<file path="config.mk">
export PLATFORM = sky130hd
export DESIGN_NAME = gps_core
export DESIGN_NICKNAME = d
export VERILOG_FILES = /design/src/source/gps_cmd_pkg.sv /design/src/source/gps_chan_pkg.sv /design/src/source/gps_host_if.sv /design/src/source/gps_timebase.sv /design/src/source/gps_demod.sv /design/src/source/gps_ser_read.sv /design/src/source/gps_core.sv
export SDC_FILE = /design/constraint.sdc
export NUM_CORES = 1
export LEC_CHECK = 0
export BUFFER_PORTS_ARGS = -buffer_cell sky130_fd_sc_hd__clkbuf_2
export CAP_MARGIN = 20
export CORE_ASPECT_RATIO = 1.5
export CORE_MARGIN = 10
export CORE_UTILIZATION = 35
export CTS_CLUSTER_DIAMETER = 40
export DETAILED_ROUTE_END_ITERATION = 16
export PLACE_DENSITY_LB_ADDON = 0.05
export REMOVE_ABC_BUFFERS = 1
export SLEW_MARGIN = 20
export SYNTH_ARGS = -nofsm -noshare
export SYNTH_HDL_FRONTEND = slang
export SYNTH_SLANG_ARGS = --single-unit
</file>
<file path="constraint.sdc">
create_clock -name clk -period 3 [get_ports clk]
set_input_delay 0.6 -clock clk [delete_from_list [all_inputs] [get_ports clk]]
set_output_delay 0.6 -clock clk [all_outputs]
set_load 0.01 [all_outputs]
</file>
<file path="src/source/gps_cmd_pkg.sv">
package gps_cmd_pkg;

    // Kind of host transfer carried with each request
    typedef enum logic [1:0] {
        wr_reg,
        rd_reg,
        rd_bit,
        wr_evt
    } cmd_kind_e;

    // Bit positions in the one-hot op word
    // Read selects sit in the low three bits so they double as ser_sel
    localparam int GET_CHAN_IQ  = 0;
    localparam int GET_SRQ      = 1;
    localparam int GET_SNAPSHOT = 2;
    localparam int SET_CHAN     = 3;
    localparam int SET_MASK     = 4;
    localparam int SET_PAUSE    = 5;
    localparam int SET_CODE     = 6;
    localparam int CHAN_RST     = 7;

    // Host side view of the argument word
    typedef struct packed {
        logic [11:0] pause;
        logic [15:0] mask;
        logic [3:0]  chan;
    } cmd_sel_t;

    // Channel side view of the same word
    typedef struct packed {
        logic [15:0] rsvd;
        logic [5:0]  dwell;     // chips per code step, minus one
        logic [9:0]  init;      // initial LFSR state
    } cmd_code_t;

    typedef union packed {
        cmd_sel_t  sel;
        cmd_code_t code;
    } cmd_word_u;

endpackage

</file>
<file path="src/source/gps_chan_pkg.sv">
package gps_chan_pkg;

    // Chips in one code epoch, the period of a 10 bit maximal LFSR
    localparam int CODE_LEN = 1023;

    // Integrate-and-dump accumulator width
    localparam int ACC_W = 16;

    // System tick counter width
    localparam int TICK_W = 32;

    typedef logic signed [ACC_W-1:0] acc_t;

    typedef logic [TICK_W-1:0] tick_t;

endpackage

</file>
<file path="src/source/gps_host_if.sv">
`timescale 1ns/1ps

module gps_host_if (
    input  logic                   clk,
    input  logic                   rst_n,
    input  logic                   req,
    input  gps_cmd_pkg::cmd_kind_e kind,
    input  logic [15:0]            op,
    input  gps_cmd_pkg::cmd_word_u tos,
    output logic                   ack,
    output logic [3:0]             cmd_chan,
    output logic [15:0]            chan_mask,
    output logic                   pause_load,
    output logic [11:0]            pause_cnt,
    output logic [15:0]            chan_wr,
    output logic [15:0]            chan_rst,
    output logic                   srq_load,
    output logic                   snap_load,
    output logic                   iq_load,
    output logic                   bit_next,
    output logic [15:0]            chan_shift,
    output logic [2:0]             ser_sel
);
    import gps_cmd_pkg::*;

    logic        fire;
    logic        fired;
    logic        wr_stb;
    logic        rd_stb;
    logic        bit_stb;
    logic        evt_stb;
    logic [15:0] chan_onehot;

    ////////////////////////////////////////////////////////////
    // Four-phase handshake

    // New request seen, only once per req high period
    assign fire = req && !ack && !fired;

    always_ff @(posedge clk) begin
        if (!rst_n) begin
            fired   <= 1'b0;
            ack     <= 1'b0;
            wr_stb  <= 1'b0;
            rd_stb  <= 1'b0;
            bit_stb <= 1'b0;
            evt_stb <= 1'b0;
        end else begin
            // Held until the host drops req
            fired   <= req && (fired || fire);
            // Rises with the register effect, falls after req low
            ack     <= req && fired;
            // One strobe set per handshake
            wr_stb  <= fire && (kind == wr_reg);
            rd_stb  <= fire && (kind == rd_reg);
            bit_stb <= fire && (kind == rd_bit);
            evt_stb <= fire && (kind == wr_evt);
        end
    end

    ////////////////////////////////////////////////////////////
    // Command registers

    always_ff @(posedge clk) begin
        if (!rst_n) begin
            cmd_chan  <= '0;
            chan_mask <= '0;
            ser_sel   <= '0;
        end else begin
            // Read select kept for the rd_bit transfers that follow
            if (fire && kind == rd_reg)
                ser_sel <= op[2:0];
            if (wr_stb && op[SET_CHAN])
                cmd_chan <= tos.sel.chan;
            if (wr_stb && op[SET_MASK])
                chan_mask <= tos.sel.mask;
        end
    end

    // Pause count goes straight to the timebase with its load pulse
    assign pause_cnt  = tos.sel.pause;
    assign pause_load = wr_stb && op[SET_PAUSE];

    // Read loads
    assign srq_load  = rd_stb && op[GET_SRQ];
    assign snap_load = rd_stb && op[GET_SNAPSHOT];
    assign iq_load   = rd_stb && op[GET_CHAN_IQ];
    assign bit_next  = bit_stb;

    ////////////////////////////////////////////////////////////
    // Channel steering

    assign chan_onehot = 16'b1 << cmd_chan;

    assign chan_wr    = wr_stb ? chan_onehot : '0;
    assign chan_shift = (bit_stb && ser_sel[GET_CHAN_IQ]) ? chan_onehot : '0;
    // Reset hits every channel enabled in the mask
    assign chan_rst   = (evt_stb && op[CHAN_RST]) ? chan_mask : '0;

endmodule

</file>
<file path="src/source/gps_timebase.sv">
`timescale 1ns/1ps

module gps_timebase (
    input  logic                clk,
    input  logic                rst_n,
    input  logic                pause_load,
    input  logic [11:0]         pause_cnt,
    output gps_chan_pkg::tick_t ticks,
    output logic                ca_resume
);

    logic [11:0] pause_left;
    logic [11:0] pause_nxt;
    logic        borrow;
    logic        armed;

    // Free-running system time
    always_ff @(posedge clk) begin
        if (!rst_n)
            ticks <= '0;
        else
            ticks <= ticks + 1'b1;
    end

    // Borrow out of the count marks the end of the pause
    assign {borrow, pause_nxt} = {1'b0, pause_left} - 13'd1;

    always_ff @(posedge clk) begin
        if (!rst_n) begin
            armed     <= 1'b0;
            ca_resume <= 1'b0;
        end else begin
            ca_resume <= armed && borrow && !pause_load;
            if (pause_load)
                armed <= 1'b1;
            else if (borrow)
                armed <= 1'b0;
        end
    end

    // Count only while armed, idle otherwise
    always_ff @(posedge clk) begin
        if (pause_load)
            pause_left <= pause_cnt;
        else if (armed)
            pause_left <= pause_nxt;
    end

endmodule

</file>
<file path="src/source/gps_demod.sv">
`timescale 1ns/1ps

module gps_demod (
    input  logic                   clk,
    input  logic                   rst_n,
    input  logic                   chan_rst,
    input  logic                   sample,
    input  logic                   ca_resume,
    input  logic                   chan_wr,
    input  logic [15:0]            op,
    input  gps_cmd_pkg::cmd_word_u tos,
    input  logic                   chan_shift,
    input  logic                   iq_load,
    output logic                   ms0,
    output logic                   sout
);
    import gps_cmd_pkg::*;
    import gps_chan_pkg::*;

    logic       code_load;
    logic       release_ch;
    logic       loaded;
    logic       running;
    logic [9:0] lfsr;
    logic [5:0] dwell;
    logic [5:0] dwell_cnt;
    logic [9:0] chip_cnt;
    logic       step;
    logic       epoch;
    acc_t       acc;
    acc_t       acc_nxt;
    acc_t       dump;
    acc_t       shift_reg;

    assign code_load  = chan_wr && op[SET_CODE];
    assign release_ch = ca_resume && loaded;

    ////////////////////////////////////////////////////////////
    // Channel state

    // Loaded channels wait for the pause to end
    always_ff @(posedge clk) begin
        if (!rst_n || chan_rst) begin
            loaded  <= 1'b0;
            running <= 1'b0;
            ms0     <= 1'b0;
        end else begin
            ms0 <= epoch;
            if (code_load) begin
                loaded  <= 1'b1;
                running <= 1'b0;
            end else if (release_ch) begin
                loaded  <= 1'b0;
                running <= 1'b1;
            end
        end
    end

    ////////////////////////////////////////////////////////////
    // Code generator

    // One code step per dwell+1 cycles
    assign step  = running && (dwell_cnt == '0);
    assign epoch = step && (chip_cnt == 10'(CODE_LEN - 1));

    always_ff @(posedge clk) begin
        if (code_load) begin
            lfsr  <= tos.code.init;
            dwell <= tos.code.dwell;
        end else if (step) begin
            // x^10 + x^3 + 1
            lfsr <= {lfsr[8:0], lfsr[9] ^ lfsr[2]};
        end
    end

    always_ff @(posedge clk) begin
        if (release_ch) begin
            dwell_cnt <= dwell;
            chip_cnt  <= '0;
        end else if (step) begin
            dwell_cnt <= dwell;
            chip_cnt  <= epoch ? '0 : chip_cnt + 1'b1;
        end else if (running) begin
            dwell_cnt <= dwell_cnt - 1'b1;
        end
    end

    ////////////////////////////////////////////////////////////
    // Integrate and dump

    // Sample agreeing with the code counts up
    assign acc_nxt = (sample ^ lfsr[9]) ? acc - acc_t'(1) : acc + acc_t'(1);

    always_ff @(posedge clk) begin
        if (release_ch)
            acc <= '0;
        else if (step)
            acc <= epoch ? '0 : acc_nxt;
        if (epoch)
            dump <= acc_nxt;
    end

    // Serial readout of the last dump, MSB first
    always_ff @(posedge clk) begin
        if (iq_load)
            shift_reg <= dump;
        else if (chan_shift)
            shift_reg <= shift_reg << 1;
    end

    assign sout = shift_reg[ACC_W-1];

endmodule

</file>
<file path="src/source/gps_ser_read.sv">
`timescale 1ns/1ps

module gps_ser_read #(
    parameter int GPS_CHANS = 4
) (
    input  logic                  clk,
    input  logic                  rst_n,
    input  logic [GPS_CHANS-1:0]  chan_srq,
    input  logic [15:0]           chan_mask,
    input  gps_chan_pkg::tick_t   ticks,
    input  logic [GPS_CHANS-1:0]  chan_sout,
    input  logic [3:0]            cmd_chan,
    input  logic                  srq_load,
    input  logic                  snap_load,
    input  logic                  bit_next,
    input  logic [2:0]            ser_sel,
    output logic                  ser
);
    import gps_cmd_pkg::*;
    import gps_chan_pkg::*;

    localparam int SNAP_W = TICK_W + GPS_CHANS;

    logic [GPS_CHANS-1:0] srq_noted;
    logic [GPS_CHANS-1:0] srq_shift;
    logic [GPS_CHANS-1:0] unserviced;
    logic [SNAP_W-1:0]    snapshot;
    logic [15:0]          sout_all;
    logic [2:0]           ser_data;

    ////////////////////////////////////////////////////////////
    // Service requests

    // Epoch flags collect until the host reads them
    // A flag arriving on the read cycle is kept for the next read
    always_ff @(posedge clk) begin
        if (!rst_n)
            srq_noted <= '0;
        else if (srq_load)
            srq_noted <= chan_srq;
        else
            srq_noted <= srq_noted | chan_srq;
    end

    always_ff @(posedge clk) begin
        if (srq_load)
            srq_shift <= srq_noted & chan_mask[GPS_CHANS-1:0];
        else if (bit_next && ser_sel[GET_SRQ])
            srq_shift <= srq_shift << 1;
    end

    ////////////////////////////////////////////////////////////
    // Snapshot

    // Epochs not yet picked up by a service request read
    assign unserviced = srq_noted | chan_srq;

    always_ff @(posedge clk) begin
        if (snap_load)
            snapshot <= {ticks, unserviced};
        else if (bit_next && ser_sel[GET_SNAPSHOT])
            snapshot <= snapshot << 1;
    end

    ////////////////////////////////////////////////////////////
    // Serial output

    // Unused channel slots read as zero
    assign sout_all = 16'(chan_sout);

    assign ser_data[GET_CHAN_IQ]  = sout_all[cmd_chan];
    assign ser_data[GET_SRQ]      = srq_shift[GPS_CHANS-1];
    assign ser_data[GET_SNAPSHOT] = snapshot[SNAP_W-1];

    // Only one select is expected at a time
    assign ser = |(ser_data & ser_sel);

endmodule

</file>
<file path="src/source/gps_core.sv">
`timescale 1ns/1ps

module gps_core #(
    parameter int GPS_CHANS = 4
) (
    input  logic                   clk,
    input  logic                   rst_n,
    input  logic                   sample,
    input  logic                   req,
    input  gps_cmd_pkg::cmd_kind_e kind,
    input  logic [15:0]            op,
    input  gps_cmd_pkg::cmd_word_u tos,
    output logic                   ack,
    output logic                   ser
);
    import gps_chan_pkg::*;

    logic [3:0]           cmd_chan;
    logic [15:0]          chan_mask;
    logic                 pause_load;
    logic [11:0]          pause_cnt;
    logic [15:0]          chan_wr;
    logic [15:0]          chan_rst;
    logic [15:0]          chan_shift;
    logic                 srq_load;
    logic                 snap_load;
    logic                 iq_load;
    logic                 bit_next;
    logic [2:0]           ser_sel;
    tick_t                ticks;
    logic                 ca_resume;
    logic [GPS_CHANS-1:0] chan_srq;
    logic [GPS_CHANS-1:0] chan_sout;

    ////////////////////////////////////////////////////////////
    // Host command decode

    gps_host_if u_host_if (
        .clk        (clk),
        .rst_n      (rst_n),
        .req        (req),
        .kind       (kind),
        .op         (op),
        .tos        (tos),
        .ack        (ack),
        .cmd_chan   (cmd_chan),
        .chan_mask  (chan_mask),
        .pause_load (pause_load),
        .pause_cnt  (pause_cnt),
        .chan_wr    (chan_wr),
        .chan_rst   (chan_rst),
        .srq_load   (srq_load),
        .snap_load  (snap_load),
        .iq_load    (iq_load),
        .bit_next   (bit_next),
        .chan_shift (chan_shift),
        .ser_sel    (ser_sel)
    );

    // Tick count and pause release
    gps_timebase u_timebase (
        .clk        (clk),
        .rst_n      (rst_n),
        .pause_load (pause_load),
        .pause_cnt  (pause_cnt),
        .ticks      (ticks),
        .ca_resume  (ca_resume)
    );

    ////////////////////////////////////////////////////////////
    // Demodulator bank

    // Only the low GPS_CHANS steering lines are wired
    for (genvar i = 0; i < GPS_CHANS; i++) begin : g_chan
        gps_demod u_demod (
            .clk        (clk),
            .rst_n      (rst_n),
            .chan_rst   (chan_rst[i]),
            .sample     (sample),
            .ca_resume  (ca_resume),
            .chan_wr    (chan_wr[i]),
            .op         (op),
            .tos        (tos),
            .chan_shift (chan_shift[i]),
            .iq_load    (iq_load),
            .ms0        (chan_srq[i]),
            .sout       (chan_sout[i])
        );
    end

    // Service requests, snapshot and bit mux
    gps_ser_read #(
        .GPS_CHANS (GPS_CHANS)
    ) u_ser_read (
        .clk        (clk),
        .rst_n      (rst_n),
        .chan_srq   (chan_srq),
        .chan_mask  (chan_mask),
        .ticks      (ticks),
        .chan_sout  (chan_sout),
        .cmd_chan   (cmd_chan),
        .srq_load   (srq_load),
        .snap_load  (snap_load),
        .bit_next   (bit_next),
        .ser_sel    (ser_sel),
        .ser        (ser)
    );

endmodule

</file>
# == After elaboration in Yosys (flattened, before gate mapping) ==
# Cells that the tools add are included.
# totals
register_bits,439
output_inout_bits,2
in_bits,54
wordCells,231
# classes
eq_ne,7
n_reduce_logical,75
n_lt_le_gt_ge,1
n_mux,62
shifts,1
bitwise_logic,11
addsub,18
# ops
cell,count
$mux 16,16
$mux 10,12
$mux 36,2
$mux 6,12
$add 16x2->16 const B,4
$sub 16x2->16 const B,4
$add 10x1->10 const B,4
$eq 10x10->1 const B,4
$logic_and 1x1->1,36
$add 32x1->32 const B,1
$reduce_bool 2->1,16
$logic_not 6->1,4
$mux 12,2
$mux 4,6
$sub 6x1->6 const B,4
$sub 12x1->13 const B,1
$reduce_bool 3->1,4
$mux 1,11
$reduce_or 2->1,4
$xor 1x1->1,8
$logic_or 1x1->1,5
$lt 4x5->1 const B,1
$and 4x4->4,1
$bmux 1 s4,1
8 further kinds,12

# == Depth between registers and ports, before layout ==
# Gate-level depths: netlist (run 1).
# logic_depth
word_depth,5
depth_mapped,10
ltp_nobuf,9

# == Modules after synthesis ==
# A second synthesis (run 1) with hierarchy kept.
# hier_totals
cells_unflattened,1955
hier_area_um2,21739.6
# by_module_without_submodules
mod,instances,cells_per_inst,area_each_um2
gps_demod at g_chan[1].u_demod ...,2,354,4045.1
gps_demod at g_chan[3].u_demod,1,353,4096.4
gps_demod at g_chan[0].u_demod,1,327,3922.5
gps_timebase,1,246,2207.1
gps_ser_read,1,115,1875.5
gps_host_if,1,206,1547.7

# == Worst setup path after synthesis (run 1) ==
# Ideal clock, no wire load.
# synth_path
path_kind,in2reg
from,input sample
to,"register g_chan[0].u_demod.dump[14], data pin"
slack_ps,-278
arrival_time_ps,3021
setup_time_ps,258
cell_stages,9
cell_sequence,xor2_1 inv_1 fa_1 nand2b_1 a21oi_1 o311ai_1 a32oi_1 o21a_1 xnor2_1
# synth_via
elab_chain_len,2
# synth_rtl
element,line,text
from (decl),gps_core.sv:8,"input logic sample,"
$xor 1x1->1,gps_demod.sv:92,assign acc_nxt = (sample ^ lfsr[9]) ? acc - acc_t'(1) : acc + acc_t'(1);
$mux 16,gps_demod.sv:92,
named net g_chan[0].u_demod.acc_nxt[14],gps_demod.sv:31,acc_t acc_nxt;
to (signal assigned),gps_demod.sv:100,dump <= acc_nxt;
to (decl),gps_demod.sv:32,acc_t dump;
# The timed path passes the listed nets, and every way through them passes these cells.
# A chain may end at the register's enable or synchronous reset.

# == Worst setup path in the final report (run 1) ==
# layout_path
from,register g_chan[2].u_demod.lfsr[9]
to,register g_chan[2].u_demod.acc[11]
# layout_via
elab_chain_len,3
# layout_rtl
element,line,text
from (decl),gps_demod.sv:24,logic [9:0] lfsr;
from (signal assigned),gps_demod.sv:68,lfsr <= tos.code.init;
from (signal assigned),gps_demod.sv:72,"lfsr <= {lfsr[8:0], lfsr[9] ^ lfsr[2]};"
$xor 1x1->1,gps_demod.sv:92,
$mux 16,gps_demod.sv:92,
named net g_chan[2].u_demod.acc_nxt[11],gps_demod.sv:31,
$mux 16,gps_demod.sv:98,acc <= epoch ? '0 : acc_nxt;
to (signal assigned),gps_demod.sv:98,
to (decl),gps_demod.sv:30,acc_t acc;
# The timed path passes the listed nets, and every way through them passes these cells.

==> results.sh, run 1 <==
export IMPL_portBuffers=43
export IMPL_via_per_inst=4.898
export IMPL_ir_drop_uv=452.4
export IMPL_tightest_slew_ns=0.6933
export IMPL_outcome="complete, no violations"
export IMPL_die_area_um2=68760
export IMPL_clk_pin_slew_ns=0.06
export IMPL_seq_area_frac_synth_pct=56.04
export IMPL_wl_met3_mm=1.509
export IMPL_ys_types=72
export IMPL_arrival_ns=3.35
export IMPL_coreArea_um2=57970
export IMPL_drc=0
export IMPL_critPathCaptureType="flip-flop"
export IMPL_clockBufferDepth=3
export IMPL_initial_core_util_pct=35.31
export IMPL_grt_start_max_net_pins=37
export IMPL_hpwlAfterDp_mm=33.28
export IMPL_grt_overflow=0
export IMPL_setup_viol=0
export IMPL_vias=14116
export IMPL_utilization_pct=42.91
export IMPL_antenna_found_initial=3
export IMPL_cp_cell_sequence="xor2_1, buf_4, buf_12, ha_1, a21oi_1, o21ai_0, a21boi_0, buf_4, nand2_1, xor2_1, buf_4, a22o_1"
export IMPL_hold_viol_final=0
export IMPL_cap_viol_max_count=0
export IMPL_synth_edff_count=268
export IMPL_relSlewSlack_pct=53.72
export IMPL_fin_skew_ns=0.02862
export IMPL_io_pins=56
export IMPL_crit_family="compound AO/OA/AOI/OAI gates"
export IMPL_nNetsFinal=2192
export IMPL_h_tree_depth=2
export IMPL_grt_pass1_wl_mm=76.67
export IMPL_wl_met1_mm=19.95
export IMPL_dr_wl_met2_mm=24.46
export IMPL_ant_nets=0
export IMPL_finalCriticalPeriod_ns=2.805
export IMPL_power_mw=14.37
export IMPL_stdcell_count=2882
export IMPL_top_layer="met4"
export IMPL_grt_usage_pct=13.85
export IMPL_insertion_delay_ns=0.62
export IMPL_start_kind="flip-flop"
export IMPL_drive_gt1_share_pct=21.02
export IMPL_numCtsBuffers=60
export IMPL_hp_class="input pin to flip-flop"
export IMPL_async_flop_share_pct=0
export IMPL_drt_iter0_markers=552
export IMPL_path_buf_inv=4
export IMPL_routed_wl_mm=47.15
export IMPL_routedWlPerCell_um=16.36
export IMPL_max_freq_ghz=0.3566
export IMPL_die_y_um=316.2
export IMPL_clock_tree_root_cell="clkbuf_16"
export IMPL_power_density_nw_per_um2=577.7
export IMPL_synth_ff_type="edfxtp_1"
export IMPL_critPathMaxFanout=13
export IMPL_crit_slowest_cell="edfxtp_1"
export IMPL_netlist_area_um2=20470
export IMPL_crit_top_cell="buf_4"
export IMPL_gp_congestion=0.7842
export IMPL_drtPass1Iterations=4
export IMPL_crit_path_max_incr_delay_ns=0.45
export IMPL_synth_seq_cells=439
export IMPL_ys_warn_count=0
export IMPL_avgSynthCellArea_um2=11.14
export IMPL_cts_sinks=439
export IMPL_rows=108
export IMPL_antenna_cells=0
export IMPL_rsz0062_at_grt="false"
export IMPL_holdWs_ns=0.1824
export IMPL_criticalPathCategory="flip-flop to flip-flop"
export IMPL_dieWidth_um=217.5
export IMPL_cts_tree="yes"
export IMPL_hold_buffers=0
export IMPL_syn_instance_count=1838
export IMPL_grt_pass1_vias=14537
export IMPL_placed_cells=2768
export IMPL_leakage_nw=9.695
export IMPL_slew_violations=0
export IMPL_post_route_period_util_pct=93.49
export IMPL_worstPathRequired_ns=3.54
export IMPL_syn_to_final_growth_pct=21.51
-- routing by layer --
layer | GRT usage [%] | up-vias
li1 | - | 7134
met1 | 16.01 | 6763
met2 | 25.30 | 144
met3 | 2.403 | 75
met4 | 4.555 | 0
met5 | 0 | -
-- cell usage in the layout (no fill, tap or decap), types with 68 or more instances in the layout --
master,instances
nand2_1,254
o21ai_0,94
ha_1,74
dfxtp_1,171
mux2_2,98
edfxtp_1,268
xnor2_1,68
buf_4,168
nor2_1,104
a21oi_1,83
-- stage by stage --
stage                     instance area (um^2)  setup slack, ns  setup TNS, ns
after detailed placement                 22760          -0.3216         -6.852
after CTS                                24850           0.1425              0
after global placement                   22760          -0.3149         -6.036
after global routing                     24870          0.02248              0
final                                    24870           0.1954              0
after floorplan                          20250          -0.5899         -35.01
-- cell type report --
class,instances,area [um^2]
flip-flops and latches,439,11470
repair buffers,214,1536
multi-input cells,1288,8598
well taps,770,963.4
inverters,57,214.0
clock buffers,68,1573
clock inverters,46,516.7
fillers,5594,33100
-- Yosys cell counts, types with 13 or more instances --
master	instances	area, um^2
and2_1	31	193.9
nor2_1	105	394.1
inv_1	56	210.2
xnor2_1	68	595.6
or3_1	24	150.1
o21ai_0	97	485.5
nand4_1	22	137.6
and3_1	26	162.7
ha_1	74	925.9
nand2b_1	16	100.1
a21oi_1	83	415.4
nand2_1	255	957.2
a21boi_0	13	97.59
dfxtp_1	171	3423
mux2_2	98	1104
xor2_1	61	534.3
edfxtp_1	268	8048
nor2b_1	26	162.7
a22o_1	43	376.6
nor3_1	37	185.2
a21o_1	13	97.59
clkbuf_1	44	165.2
nand3_1	62	310.3
-- power breakdown --
group | internal (mW) | leakage, nW | switching, mW
Sequential | 6.40 | 3.80 | 0.0174
Clock | 4.40 | 1.01 | 2.97
Combinational | 0.263 | 4.88 | 0.322
-- cell families after synthesis --
kind of cell / count (synthesis) / synth area share, %
buf+inv: 111 / 2.097
compound gates: 330 / 10.37
mux: 105 / 5.795
xor+xnor: 130 / 5.599
simple gates: 645 / 15.19
flops: 439 / 56.04
fa+ha+maj: 78 / 4.914
-- path summary, 6_finish.rpt --
kind                                        from  slack (ns)                                endpoint  cells after the start
min reg2reg        u_timebase.armed$_SDFFE_PN0P_        0.46         u_timebase.ca_resume$_SDFF_PN0_                      2
max reg2reg  g_chan[2].u_demod.lfsr[9]$_DFFE_PP_        0.20  g_chan[2].u_demod.acc[11]$_SDFFE_PP0P_                     12
min                                      kind[1]        0.18             u_host_if.wr_stb$_SDFF_PN0_                      2
max          g_chan[2].u_demod.lfsr[9]$_DFFE_PP_        0.20  g_chan[2].u_demod.acc[11]$_SDFFE_PP0P_                     12
-- what timing repair did --
action	CTS	global route
setup buffers	0	0
endpoints found under the setup margin	0	5
gates resized for setup	0	4
(Power assumes the default switching activity.)
==> inputs of run 2 (changes only) <==
--- a/config.mk
+++ b/config.mk
@@ -13,6 +13,7 @@
 export CTS_CLUSTER_DIAMETER = 40
 export DETAILED_ROUTE_END_ITERATION = 16
 export PLACE_DENSITY_LB_ADDON = 0.05
+export RECOVER_POWER = 25
 export REMOVE_ABC_BUFFERS = 1
 export SLEW_MARGIN = 20
 export SYNTH_ARGS = -nofsm -noshare
==> results.sh, run 2 (synthesized netlist as in run 1, its figures left out) <==
export IMPL_grt_pass1_wl_mm=76.67
export IMPL_tightest_slew_ns=1.088
export IMPL_antenna_cells=0
export IMPL_seq_power_share_pct=44.7
export IMPL_hold_viol_final=0
export IMPL_grt_pass1_vias=14537
export IMPL_coreArea_um2=57970
export IMPL_r2r_setup_slack_ns=0.19
export IMPL_cts_tree="yes"
export IMPL_setup_viol=0
export IMPL_drc=0
export IMPL_drt_iter0_markers=509
export IMPL_ant_nets=0
export IMPL_holdWs_ns=0.1835
export IMPL_numCtsBuffers=60
export IMPL_crit_path_max_incr_delay_ns=0.45
export IMPL_grt_overflow=0
export IMPL_power_mw=14.36
export IMPL_max_freq_ghz=0.3558
export IMPL_routed_wl_mm=47.14
export IMPL_p_int_mw=11.06
export IMPL_start_kind="flip-flop"
export IMPL_critPathMaxFanout=13
export IMPL_syn_to_final_growth_pct=21.27
export IMPL_portBuffers=43
export IMPL_hold_depth=2
export IMPL_mostFrequentLayoutCells="268 x edfxtp_1, 255 x nand2_1, 171 x dfxtp_1, 158 x buf_4, 104 x nor2_1"
export IMPL_hpwlAfterDp_mm=33.28
export IMPL_rsz0062_at_grt="false"
export IMPL_relSlewSlack_pct=27.29
export IMPL_crit_family="compound AO/OA/AOI/OAI gates"
export IMPL_initial_core_util_pct=35.31
export IMPL_crit_top_cell="a21oi_1"
export IMPL_dieWidth_um=217.5
export IMPL_nNetsFinal=2192
export IMPL_cts_sinks=439
export IMPL_power_density_nw_per_um2=578.5
export IMPL_clockBufferDepth=3
export IMPL_cap_viol_max_count=0
export IMPL_ir_drop_uv=454.1
export IMPL_antenna_found_initial=3
export IMPL_worstPathRequired_ns=3.36
export IMPL_crit_slowest_cell="edfxtp_1"
export IMPL_drtPass1Iterations=4
export IMPL_reg2reg_depth=10
export IMPL_fin_skew_ns=0.02786
export IMPL_min_to="u_host_if.wr_stb$_SDFF_PN0_"
export IMPL_path_buf_inv=2
export IMPL_die_y_um=316.2
export IMPL_startpoint="g_chan[2].u_demod.lfsr[9]$_DFFE_PP_"
export IMPL_io_pins=56
export IMPL_post_route_period_util_pct=93.70
export IMPL_outcome="complete, no violations"
export IMPL_criticalPathCategory="flip-flop to flip-flop"
export IMPL_gp_congestion=0.7842
export IMPL_grt_usage_pct=13.85
export IMPL_stdcell_count=2882
export IMPL_p_clk_share_pct=51.3
export IMPL_slew_violations=0
export IMPL_h_tree_depth=2
export IMPL_placed_cells=2768
export IMPL_vias=14111
export IMPL_arrival_ns=3.17
export IMPL_finalCriticalPeriod_ns=2.811
export IMPL_clock_tree_root_cell="clkbuf_16"
export IMPL_tns_ns=0
export IMPL_p_sw_share_pct=23.01
export IMPL_p_sw_mw=3.304
export IMPL_insertion_delay_ns=0.62
export IMPL_routedWlPerCell_um=16.36
export IMPL_clk_pin_slew_ns=0.06
export IMPL_via_per_inst=4.896
export IMPL_leakage_nw=9.632
export IMPL_rows=108
export IMPL_p_comb_share_pct=4.0
export IMPL_r2r_end="g_chan[2].u_demod.dump[13]$_DFFE_PP_"
export IMPL_rr_startpoint="g_chan[2].u_demod.lfsr[9]$_DFFE_PP_"
export IMPL_hp_class="input pin to flip-flop"
export IMPL_final_common_cell="edfxtp_1"
export IMPL_cp_cell_sequence="xor2_1, buf_4, buf_12, ha_1, a21oi_1, o21ai_0, a21boi_0, a21oi_1, or3_1, and2_1"
export IMPL_hp_start="kind[1]"
export IMPL_hold_buffers=0
export IMPL_grt_start_max_net_pins=37
export IMPL_drive_gt1_share_pct=20.08
export IMPL_critPathCaptureType="flip-flop"
export IMPL_die_area_um2=68760
run 2: cell count changes in the layout (fill, tap and decap cells not counted), sizes merged:
| cell | before | now |
|---|---|---|
| buf | 171 | 161 |
| clkbuf | 111 | 121 |
run 2: cell type report:
type | count | area [um^2]
fill | 5609 | 33150
sequential | 439 | 11470
multi-input combinational | 1288 | 8596
clock buffer | 68 | 1573
timing repair buffer | 214 | 1490
tap | 770 | 963.4
clock inverter | 46 | 516.7
inverter | 57 | 214.0
run 2: power groups by stage:
stage / sequential (mW) / clock, mW / combinational, mW
final: 6.42 / 7.36 / 0.581
after CTS: 6.42 / 7.61 / 0.596
after detailed placement: 6.55 / 0 / 0.593
after global routing: 6.42 / 7.85 / 0.653
after floorplan: 6.54 / 0 / 0.315
after global placement: 6.54 / 0 / 0.588
run 2: how the worst max path moves through the flow:
stage                                                               to  slack (ns)  cells past startpoint
after CTS                       g_chan[3].u_demod.acc[15]$_SDFFE_PP0P_        0.14                     10
after global placement          g_chan[3].u_demod.acc[15]$_SDFFE_PP0P_       -0.31                     11
final                             g_chan[2].u_demod.dump[13]$_DFFE_PP_        0.19                     10
after global routing            g_chan[0].u_demod.acc[13]$_SDFFE_PP0P_        0.02                     11
after detailed placement        g_chan[3].u_demod.acc[15]$_SDFFE_PP0P_       -0.32                     11
after floorplan           g_chan[1].u_demod.shift_reg[0]$_SDFFCE_PN0P_       -0.59                      2
run 2: per-stage QoR:
stage | instance area [um^2] | setup WS, ns | utilization, %
after floorplan | 20250 | -0.5899 | -
after global placement | 22760 | -0.3149 | 39.27
after detailed placement | 22760 | -0.3216 | 39.27
after CTS | 24850 | 0.1425 | 42.87
after global routing | 24820 | 0.02248 | 42.82
final | 24820 | 0.1891 | 42.82
run 2: what timing repair did:
| item | 4_1_cts | 5_1_grt |
|---|---|---|
| resized for setup | 0 | 4 |
| endpoints found under the setup margin | 0 | 5 |
| setup buffers | 0 | 0 |
run 2: routing by layer:
metal	vias to the layer above	GRT usage, %	part of all wire [%]
met2	142	25.30	52
met4	0	4.555	2.6
li1	7131	-	-
met1	6763	16.01	42
met5	-	0	0
met3	75	2.403	3.2
==> inputs of run 3 (changes only) <==
==> constraint.sdc (replaced) <==
create_clock -name clk -period 2.4 [get_ports clk]
set_input_delay 0.48 -clock clk [delete_from_list [all_inputs] [get_ports clk]]
set_output_delay 0.48 -clock clk [all_outputs]
set_load 0.01 [all_outputs]
==> results.sh, run 3 (synthesized netlist as in run 1, its figures left out) <==
export IMPL_outcome="finished with violations"
export IMPL_violations="negative setup slack"
export IMPL_crit_slowest_cell="or4b_1"
export IMPL_wl_met3_mm=1.801
export IMPL_h_tree_depth=3
export IMPL_criticalPathCategory="flip-flop to flip-flop"
export IMPL_arrival_ns=3.19
export IMPL_crit_path_max_incr_delay_ns=0.49
export IMPL_top_layer="met5"
export IMPL_final_common_cell="edfxtp_1"
export IMPL_start_kind="flip-flop"
export IMPL_setup_ws_ns=-0.2796
export IMPL_cts_tree="yes"
export IMPL_grt_overflow=0
export IMPL_r2r_setup_slack_ns=-0.28
export IMPL_mostFrequentLayoutCells="268 x edfxtp_1, 247 x nand2_1, 220 x buf_4, 170 x dfxtp_1, 101 x nor2_1"
export IMPL_stdcell_count=2979
export IMPL_critPathMaxFanout=12
export IMPL_relSlewSlack_pct=34.54
export IMPL_hp_class="input pin to flip-flop"
export IMPL_power_density_nw_per_um2=693.0
export IMPL_clock_tree_root_cell="clkbuf_16"
export IMPL_max_freq_ghz=0.3732
export IMPL_placed_cells=2825
export IMPL_routedWlPerCell_um=17.04
export IMPL_cp_cell_sequence="xor2_2, buf_12, buf_4, ha_4, a211oi_2, a2111oi_2, o21a_1, nor3_4, or4b_1, o211ai_1"
export IMPL_ir_drop_uv=572.6
export IMPL_grt_usage_pct=14.83
export IMPL_antenna_found_initial=3
export IMPL_post_route_period_util_pct=111.6
export IMPL_place_area_um2=23290
export IMPL_fin_skew_ns=0.02394
export IMPL_ant_nets=0
export IMPL_hold_buffers=0
export IMPL_hpwlAfterDp_mm=34.90
export IMPL_hold_viol_final=0
export IMPL_antenna_cells=0
export IMPL_portBuffers=43
export IMPL_dr_wl_met2_mm=26.28
export IMPL_die_area_um2=68760
export IMPL_cts_sinks=439
export IMPL_insertion_delay_ns=0.59
export IMPL_nNetsFinal=2290
export IMPL_clockBufferDepth=3
export IMPL_tightest_slew_ns=0.9819
export IMPL_syn_to_final_growth_pct=32.41
export IMPL_drt_iter0_markers=702
export IMPL_vias=14629
export IMPL_setup_viol=53
export IMPL_worstPathRequired_ns=2.91
export IMPL_fin_area_um2=27100
export IMPL_critPathCaptureType="flip-flop"
export IMPL_slew_violations=0
export IMPL_gp_congestion=0.7790
export IMPL_numCtsBuffers=66
export IMPL_rows=108
export IMPL_cap_viol_max_count=0
export IMPL_finalCriticalPeriod_ns=2.680
export IMPL_drc=0
export IMPL_routed_wl_mm=50.77
export IMPL_die_y_um=316.2
export IMPL_grt_pass1_vias=15451
export IMPL_utilization_pct=46.76
export IMPL_clk_pin_slew_ns=0.06
export IMPL_wl_met1_mm=21.56
export IMPL_grt_start_max_net_pins=37
export IMPL_rsz0062_at_grt="true"
export IMPL_coreArea_um2=57970
export IMPL_io_pins=56
export IMPL_via_per_inst=4.911
export IMPL_drtPass1Iterations=6
export IMPL_grt_pass1_wl_mm=81.75
export IMPL_drive_gt1_share_pct=30.83
export IMPL_leakage_nw=10.42
export IMPL_dieWidth_um=217.5
export IMPL_tns_ns=-6.417
export IMPL_initial_core_util_pct=35.31
[run 3: what timing repair did]
item	4_1_cts	5_1_grt
setup endpoints to repair	73	106
resized for setup	158	102
pin swaps	61	58
buffers inserted	25	15
cloned	1	0
[run 3: worst max-delay path: cells and delay by family, from the launching register on]
| family | cells | cell delay, ns |
|---|---|---|
| buf+inv | 2 | 0.31 |
| fa+ha+maj | 1 | 0.28 |
| compound gates | 4 | 0.80 |
| xor+xnor | 1 | 0.19 |
| flops | 1 | 0.45 |
| simple gates | 2 | 0.55 |
[run 3: final cells by class]
class	count	area (um^2)
Tap cell	770	963.4
Clock inverter	37	420.4
Timing Repair Buffer	306	2377
Sequential cell	439	11470
Clock buffer	82	1826
Inverter	57	221.5
Multi-Input combinational cell	1288	9824
Fill cell	5365	30870
[run 3: worst paths after layout]
path / to / cells past startpoint / from
worst max-delay path: g_chan[3].u_demod.acc[15]$_SDFFE_PP0P_ / 10 / g_chan[3].u_demod.lfsr[9]$_DFFE_PP_
worst min-delay path: u_host_if.wr_stb$_SDFF_PN0_ / 2 / kind[1]
worst max register to register: g_chan[3].u_demod.acc[15]$_SDFFE_PP0P_ / 10 / g_chan[3].u_demod.lfsr[9]$_DFFE_PP_
worst min register to register: g_chan[3].u_demod.acc[13]$_SDFFE_PP0P_ / 2 / g_chan[3].u_demod.acc[13]$_SDFFE_PP0P_
[run 3: through the flow]
step / worst slack [ns] / hold WS (ns) / total power, mW
2_1_floorplan: -1.070 / 0.4229 / 8.569
3_3_place_gp: -0.7298 / 0.4359 / 8.940
3_5_place_dp: -0.7838 / 0.4482 / 8.951
4_1_cts: -0.3053 / 0.08301 / 19.02
5_1_grt: -0.3923 / 0.1192 / 19.49
6_report: -0.2796 / 0.1199 / 18.78
[run 3: power breakdown]
part	switching (mW)	internal, mW
registers	0.0229	8.00
logic	0.500	0.466
clock network	3.66	6.14
total	4.18	14.6
[run 3: layer usage]
| layer | track usage (%) | vias up |
|---|---|---|
| li1 | - | 7321 |
| met1 | 17.33 | 7061 |
| met2 | 26.50 | 173 |
| met3 | 2.852 | 72 |
| met4 | 5.224 | 2 |
| met5 | 0 | - |
